--- src/include/ps2_settings.svh ---
`ifndef PS2_SETTINGS_SVH
`define PS2_SETTINGS_SVH

// Prefix sent ahead of the make code when a key is released
`define PS2_BREAK_CODE 8'hF0

// Player one keys
`define PS2_CODE_E 8'h24
`define PS2_CODE_W 8'h1D
`define PS2_CODE_A 8'h1C
`define PS2_CODE_S 8'h1B
`define PS2_CODE_D 8'h23

// Player two keys, all on the keypad
`define PS2_CODE_KP7 8'h6C
`define PS2_CODE_KP8 8'h75
`define PS2_CODE_KP4 8'h6B
`define PS2_CODE_KP5 8'h73
`define PS2_CODE_KP6 8'h74

// Number of tracked game keys
`define PS2_KEY_COUNT 10

// Bus read data width
`define PS2_BUS_WIDTH 32

// Parity error counter, saturates at all ones
`define PS2_ERR_WIDTH 8
`define PS2_ERR_ADDR 10

`endif

--- src/verilog/ps2_pkg.sv ---
package ps2_pkg;

    // Key index, also the bus address of that key's pressed bit
    // 0..4 = E W A S D, 5..9 = KP7 KP8 KP4 KP5 KP6
    typedef logic [3:0] key_id_t;

    localparam key_id_t KEY_E   = 4'd0;
    localparam key_id_t KEY_W   = 4'd1;
    localparam key_id_t KEY_A   = 4'd2;
    localparam key_id_t KEY_S   = 4'd3;
    localparam key_id_t KEY_D   = 4'd4;
    localparam key_id_t KEY_KP7 = 4'd5;
    localparam key_id_t KEY_KP8 = 4'd6;
    localparam key_id_t KEY_KP4 = 4'd7;
    localparam key_id_t KEY_KP5 = 4'd8;
    localparam key_id_t KEY_KP6 = 4'd9;

    // One received byte and its parity check result
    typedef struct packed {
        logic [7:0] code;
        logic       parity_ok;
    } ps2_frame_t;

    // Press or release of one game key
    typedef struct packed {
        key_id_t key;
        logic    pressed;
    } key_event_t;

endpackage

--- src/verilog/ps2_sync.sv ---
`timescale 1ns/1ps

module ps2_sync (
    input  logic clk,
    input  logic rst_n,
    input  logic ps2_clk_pin,
    input  logic ps2_data_pin,
    output logic fall,
    output logic data_bit
);

    logic clk_s1;
    logic clk_s2;
    logic clk_prev;
    logic data_s1;
    logic data_s2;

    // Both lines idle high, so the flops come out of reset at 1
    always_ff @(posedge clk or negedge rst_n) begin
        if (!rst_n) begin
            clk_s1   <= 1'b1;
            clk_s2   <= 1'b1;
            clk_prev <= 1'b1;
            data_s1  <= 1'b1;
            data_s2  <= 1'b1;
            fall     <= 1'b0;
            data_bit <= 1'b1;
        end else begin
            clk_s1   <= ps2_clk_pin;
            clk_s2   <= clk_s1;
            clk_prev <= clk_s2;
            data_s1  <= ps2_data_pin;
            data_s2  <= data_s1;
            // Edge detect is registered, so fall shows up 3 cycles after the pin
            fall     <= clk_prev & ~clk_s2;
            // Data kept aligned with the fall strobe
            data_bit <= data_s2;
        end
    end

endmodule

--- src/verilog/ps2_frame_rx.sv ---
`timescale 1ns/1ps

module ps2_frame_rx import ps2_pkg::*; (
    input  logic       clk,
    input  logic       rst_n,
    input  logic       fall,
    input  logic       data_bit,
    output logic       frame_valid,
    output ps2_frame_t frame
);

    // bit_cnt 0 waits for start, 1..8 data, 9 parity, 10 stop
    logic [3:0] bit_cnt;
    logic [7:0] shreg;
    logic       parity_bit;

    always_ff @(posedge clk or negedge rst_n) begin
        if (!rst_n) begin
            bit_cnt     <= 4'd0;
            frame_valid <= 1'b0;
        end else begin
            frame_valid <= 1'b0;
            if (fall) begin
                if (bit_cnt == 4'd0) begin
                    // A high start bit is not a frame, keep hunting
                    if (!data_bit) begin
                        bit_cnt <= 4'd1;
                    end
                end else if (bit_cnt == 4'd10) begin
                    bit_cnt     <= 4'd0;
                    // Frame only counts if the stop bit is high
                    frame_valid <= data_bit;
                end else begin
                    bit_cnt <= bit_cnt + 4'd1;
                end
            end
        end
    end

    always_ff @(posedge clk) begin
        if (fall) begin
            // LSB arrives first
            if (bit_cnt >= 4'd1 && bit_cnt <= 4'd8) begin
                shreg <= {data_bit, shreg[7:1]};
            end
            if (bit_cnt == 4'd9) begin
                parity_bit <= data_bit;
            end
            if (bit_cnt == 4'd10) begin
                frame.code      <= shreg;
                // Odd parity over data plus parity bit
                frame.parity_ok <= ^{shreg, parity_bit};
            end
        end
    end

endmodule

--- src/verilog/scan_filter.sv ---
`timescale 1ns/1ps

`include "ps2_settings.svh"

module scan_filter import ps2_pkg::*; (
    input  logic                      clk,
    input  logic                      rst_n,
    input  logic                      frame_valid,
    input  ps2_frame_t                frame,
    output logic                      ev_valid,
    output key_event_t                ev,
    output logic [`PS2_ERR_WIDTH-1:0] err_count
);

    logic    brk;
    logic    is_game;
    key_id_t game_id;

    // Game code lookup
    always_comb begin
        is_game = 1'b1;
        game_id = KEY_E;
        case (frame.code)
            `PS2_CODE_E:   game_id = KEY_E;
            `PS2_CODE_W:   game_id = KEY_W;
            `PS2_CODE_A:   game_id = KEY_A;
            `PS2_CODE_S:   game_id = KEY_S;
            `PS2_CODE_D:   game_id = KEY_D;
            `PS2_CODE_KP7: game_id = KEY_KP7;
            `PS2_CODE_KP8: game_id = KEY_KP8;
            `PS2_CODE_KP4: game_id = KEY_KP4;
            `PS2_CODE_KP5: game_id = KEY_KP5;
            `PS2_CODE_KP6: game_id = KEY_KP6;
            default:       is_game = 1'b0;
        endcase
    end

    always_ff @(posedge clk or negedge rst_n) begin
        if (!rst_n) begin
            brk       <= 1'b0;
            ev_valid  <= 1'b0;
            err_count <= '0;
        end else begin
            ev_valid <= 1'b0;
            if (frame_valid) begin
                if (!frame.parity_ok) begin
                    // Bad frame, break state untouched
                    if (err_count != '1) begin
                        err_count <= err_count + 1'b1;
                    end
                end else if (frame.code == `PS2_BREAK_CODE) begin
                    brk <= 1'b1;
                end else begin
                    ev_valid <= is_game;
                    brk      <= 1'b0;
                end
            end
        end
    end

    // Event payload, qualified by ev_valid
    always_ff @(posedge clk) begin
        if (frame_valid) begin
            ev.key     <= game_id;
            ev.pressed <= ~brk;
        end
    end

endmodule

--- src/verilog/key_state.sv ---
`timescale 1ns/1ps

`include "ps2_settings.svh"

module key_state import ps2_pkg::*; (
    input  logic                      clk,
    input  logic                      rst_n,
    input  logic                      ev_valid,
    input  key_event_t                ev,
    output logic [`PS2_KEY_COUNT-1:0] keys
);

    // One bit per game key, set on make and cleared on break
    always_ff @(posedge clk or negedge rst_n) begin
        if (!rst_n) begin
            keys <= '0;
        end else if (ev_valid) begin
            keys[ev.key] <= ev.pressed;
        end
    end

endmodule

--- src/verilog/bus_read_port.sv ---
`timescale 1ns/1ps

`include "ps2_settings.svh"

module bus_read_port (
    input  logic                      clk,
    input  logic                      rst_n,
    input  logic                      rd,
    input  logic [3:0]                addr,
    input  logic [`PS2_KEY_COUNT-1:0] keys,
    input  logic [`PS2_ERR_WIDTH-1:0] err_count,
    output logic                      rd_valid,
    output logic [`PS2_BUS_WIDTH-1:0] rd_data
);

    logic [`PS2_BUS_WIDTH-1:0] rd_word;

    // Address decode, unmapped addresses read zero
    always_comb begin
        rd_word = '0;
        if (addr < 4'(`PS2_KEY_COUNT)) begin
            rd_word[0] = keys[addr];
        end else if (addr == 4'(`PS2_ERR_ADDR)) begin
            rd_word[`PS2_ERR_WIDTH-1:0] = err_count;
        end
    end

    always_ff @(posedge clk or negedge rst_n) begin
        if (!rst_n) begin
            rd_valid <= 1'b0;
        end else begin
            rd_valid <= rd;
        end
    end

    // Data is held until the next read
    always_ff @(posedge clk) begin
        if (rd) begin
            rd_data <= rd_word;
        end
    end

endmodule

--- src/verilog/ps2_controller.sv ---
`timescale 1ns/1ps

`include "ps2_settings.svh"

module ps2_controller import ps2_pkg::*; (
    input  logic                      clk,
    input  logic                      rst_n,
    input  logic                      ps2_clk_pin,
    input  logic                      ps2_data_pin,
    input  logic                      rd,
    input  logic [3:0]                addr,
    output logic                      rd_valid,
    output logic [`PS2_BUS_WIDTH-1:0] rd_data
);

    logic                      fall;
    logic                      data_bit;
    logic                      frame_valid;
    ps2_frame_t                frame;
    logic                      ev_valid;
    key_event_t                ev;
    logic [`PS2_ERR_WIDTH-1:0] err_count;
    logic [`PS2_KEY_COUNT-1:0] keys;

    // PS/2 pins into the clk domain
    ps2_sync u_sync (
        .clk          (clk),
        .rst_n        (rst_n),
        .ps2_clk_pin  (ps2_clk_pin),
        .ps2_data_pin (ps2_data_pin),
        .fall         (fall),
        .data_bit     (data_bit)
    );

    ps2_frame_rx u_frame_rx (
        .clk         (clk),
        .rst_n       (rst_n),
        .fall        (fall),
        .data_bit    (data_bit),
        .frame_valid (frame_valid),
        .frame       (frame)
    );

    // Make/break decoding and parity error count
    scan_filter u_scan_filter (
        .clk         (clk),
        .rst_n       (rst_n),
        .frame_valid (frame_valid),
        .frame       (frame),
        .ev_valid    (ev_valid),
        .ev          (ev),
        .err_count   (err_count)
    );

    key_state u_key_state (
        .clk      (clk),
        .rst_n    (rst_n),
        .ev_valid (ev_valid),
        .ev       (ev),
        .keys     (keys)
    );

    bus_read_port u_bus_read_port (
        .clk       (clk),
        .rst_n     (rst_n),
        .rd        (rd),
        .addr      (addr),
        .keys      (keys),
        .err_count (err_count),
        .rd_valid  (rd_valid),
        .rd_data   (rd_data)
    );

endmodule

--- config.mk ---
export PLATFORM = sky130hd
export DESIGN_NAME = ps2_controller
export DESIGN_NICKNAME = d
export VERILOG_FILES = /design/src/verilog/ps2_pkg.sv /design/src/verilog/ps2_sync.sv /design/src/verilog/ps2_frame_rx.sv /design/src/verilog/scan_filter.sv /design/src/verilog/key_state.sv /design/src/verilog/bus_read_port.sv /design/src/verilog/ps2_controller.sv
export VERILOG_INCLUDE_DIRS = /design/src /design/src/include
export SDC_FILE = /design/constraint.sdc
export NUM_CORES = 1
export LEC_CHECK = 0
export BUFFER_PORTS_ARGS = -buffer_cell sky130_fd_sc_hd__buf_2
export CORE_MARGIN = 2
export CORE_UTILIZATION = 61
export CTS_CLUSTER_SIZE = 24
export DETAILED_ROUTE_END_ITERATION = 6
export GPL_TIMING_DRIVEN = 0
export MAX_ROUTING_LAYER = met4
export PLACE_DENSITY_LB_ADDON = 0.05
export SLEW_MARGIN = 20
export SYNTH_ARGS = -nofsm -noshare
export SYNTH_HDL_FRONTEND = slang
export SYNTH_SLANG_ARGS = --single-unit
--- constraint.sdc ---
create_clock -name clk -period 5.1 [get_ports clk]
set_clock_uncertainty 0.1 [all_clocks]
set_input_delay 0.255 -clock clk [delete_from_list [all_inputs] [get_ports clk]]
set_output_delay 0.255 -clock clk [all_outputs]
set_load 0.1 [all_outputs]
==> flow_summary.ini <==
[run_status]
status = completed

[cts]
htree_num_levels = 3
cts_buffers = 9
clk_latency_ps = 340
ctsHoldBuffers = 3
clkTransAtPathRegs_ps = 70
clock-sinks = 64
tritoncts = done
clock_path_buffers = 2
post-cts-setup-buffers = 0
cts_root_buf = clkbuf_8
cts_resized = 0

[setup_path]
cp-start-kind = flop
timing.rr.end = u_frame_rx.frame[4]
cp-startpoint = u_frame_rx.bit_cnt[1]
cp_slowest_cell = nor3_2
crit_fanout = 10
cp-endpoint = u_frame_rx.frame[4]
critical_path_class = flop to flop
r2r_cells = 3
rrSetupSlack_ps = 3330
slowest_delay_ps = 570
path_cells = clkbuf_1 -> nand2_1 -> nor3_2
end_kind = flop
crit_arrival_ps = 1630
required_ps = 4960
rr_startpoint = u_frame_rx.bit_cnt[1]

[route]
wl_um = 4730
route.detailed.drc = 0
viasPerCell = 5.03
routedWlPerCell_um = 12.9
drtAntennaViolNets = 0
drt_iter0_markers = 89
num_vias = 1842
first_pass_iters = 4

[floorplanning]
dieArea_um2 = 5550
core_um2 = 4750
ios = 42
die_y_um = 74.5
start_util_pct = 63.7
row_count = 25
die_x_um = 74.5

[layout]
final-seq-area_um2 = 1760
nets = 304
fin_util_pct = 73.9
antenna-diode-count = 0
multi_input_area_um2 = 1110
n_fill_cell = 345
area_growth_pct = 16.0
drive_gt1_share_pct = 30.1

[timing]
hold_violations = 0
setup_viol = 0
fin_hold_ws_ps = 49.3
max_freq_ghz = 0.566
tns_ps = 0
tightest_slew_ps = 713
slew_headroom_pct = 52.2
rsz0062_at_grt = false
finalCritPeriodShare_pct = 34.7
layout_min_cycle_time_ps = 1770
slew_violations = 0

[placed_design]
post-dp-hpwl_um = 3370
port_buffers = 17
gp_congestion = 0.757

[flow_run]
maxCapViolations = 0

[global_route]
grt_pass1_vias = 1737
grt_max_degree = 34
overflow = 0
grt_pass1_wl_um = 7520
track_usage_pct = 19.3
antenna_found_initial = 0

[logic_synthesis]
synth_cell_types = 45
yosys_warnings = 0
yosysTopAreaCellShare_pct = 30.7
syn_avg_cell_area_um2 = 12.6
ys_seq_elements = 64
ys_seq_area_share_pct = 58.2
synth_area_leaders = edfxtp_1, dfrtp_1, buf_4
synth_area_leader_cell = edfxtp_1
synthCells = 240
syn_area_um2 = 3030

[power_and_ir_drop]
peakVddDrop_v = 0.000261
power_density_nw_per_um2 = 368
leakagePower_nw = 1.53

[hold_path]
min_path_type = input pin to flop
[logic make-up after synthesis]
kind of cell	Yosys count	synth area share, %
fa+ha+maj	1	0.413
buf+inv	35	8.10
flops	64	58.2
compound gates	21	4.42
simple gates	82	16.3
mux	17	6.90
xor+xnor	19	5.49
other cells	1	0.124
[registers in the layout, summed over array words and instances, names as in the netlist, 4 cells and up]
| register | count |
|---|---|
| u_frame_rx.frame | 9 |
| u_key_state.keys | 10 |
| u_scan_filter.err_count | 8 |
| u_bus_read_port.rd_data | 8 |
| u_scan_filter.ev | 5 |
| u_frame_rx.bit_cnt | 4 |
| u_frame_rx.shreg | 8 |
[through the flow]
step | power (mW) | cells | setup WS [ps] | area [µm²]
after CTS | 1.30 | 366 | 3310 | 3510
after global placement | 0.880 | 347 | 2960 | 3280
after detailed placement | 0.889 | 347 | 3310 | 3290
after global routing | 1.35 | 366 | 3180 | 3510
after floorplan | 0.847 | 263 | 3280 | 3120
final | 1.29 | 366 | 3330 | 3510
[cell usage in the layout (no fill, tap or decap), types with 3 or more instances in the layout]
master	synthesis	routed
nand3b_1	5	5
nor2_1	11	11
edfxtp_1	31	31
dlygate4sd3_1	0	3
o21ai_0	8	8
buf_6	3	3
nor3b_1	5	5
buf_4	24	24
inv_1	4	4
nand2b_1	4	4
clkbuf_1	2	4
nand2_1	15	15
nor3_1	8	7
dfstp_2	6	6
clkbuf_8	0	11
nor2b_1	6	6
mux2_2	11	11
conb_1	1	24
mux2i_1	4	4
dfrtp_1	27	27
xnor2_1	10	10
nand3_1	7	7
buf_2	1	18
and2_1	9	9
a21oi_1	3	3
xor2_1	9	9
[report_power, final]
group / internal [mW] / total, mW / switching, mW
Clock: 0.231 / 0.412 / 0.181
Combinational: 0.0772 / 0.252 / 0.175
Sequential: 0.593 / 0.628 / 0.0352
Total: 0.901 / 1.29 / 0.391
[synthesized netlist by cell type (all sizes together)]
cell type  count
edfxtp        31
buf           29
dfrtp         27
nand2         15
mux2          11
nor2          11
o21ai         10
xnor2         10
and2           9
xor2           9
nor3           8
nand3          7
dfstp          6
nand3b         6
nor2b          6
nor3b          6
nand2b         5
inv            4
mux2i          4
a21oi          3
a21o           2
and3           2
and4bb         2
clkbuf         2
mux4           2
nor4b          2
o22ai          2
a31o           1
a31oi          1
a32oi          1
a41oi          1
conb           1
ha             1
nand4          1
or2b           1
or4            1
[area by class of cell]
cell class	instances	share of cell area [%]
sequential	64	50.2
multi-input combinational	164	31.6
buffer	31	6.55
clock buffer	14	5.24
timing repair buffer	20	3.28
tap	67	2.39
inverter	4	0.427
clock inverter	2	0.285
[routing by layer]
layer | GRT usage (%) | wire length (µm)
met1 | 22.2 | 2010
met2 | 31.0 | 2430
met3 | 6.50 | 192
met4 | 8.33 | 99
met5 | - | 0
[worst min-delay path by stage]
stage,from,end,slack (ps),cells past startpoint
3_3_place_gp,rst_n,u_scan_filter.ev_valid,240,1
5_1_grt,rd,u_bus_read_port.rd_valid,40,1
2_1_floorplan,rst_n,u_bus_read_port.rd_valid,-140,0
3_5_place_dp,rst_n,u_scan_filter.ev_valid,250,1
6_report,rd,u_bus_read_port.rd_valid,50,1
4_1_cts,rd,u_bus_read_port.rd_valid,40,1
[worst max-delay path, delay by kind of cell, from the launching register on]
kind          cells  cell delay [ps]
simple gates      2              720
flops             1              320
buf+inv           1              260
No activity file was read; power rests on OpenSTA's default activity.
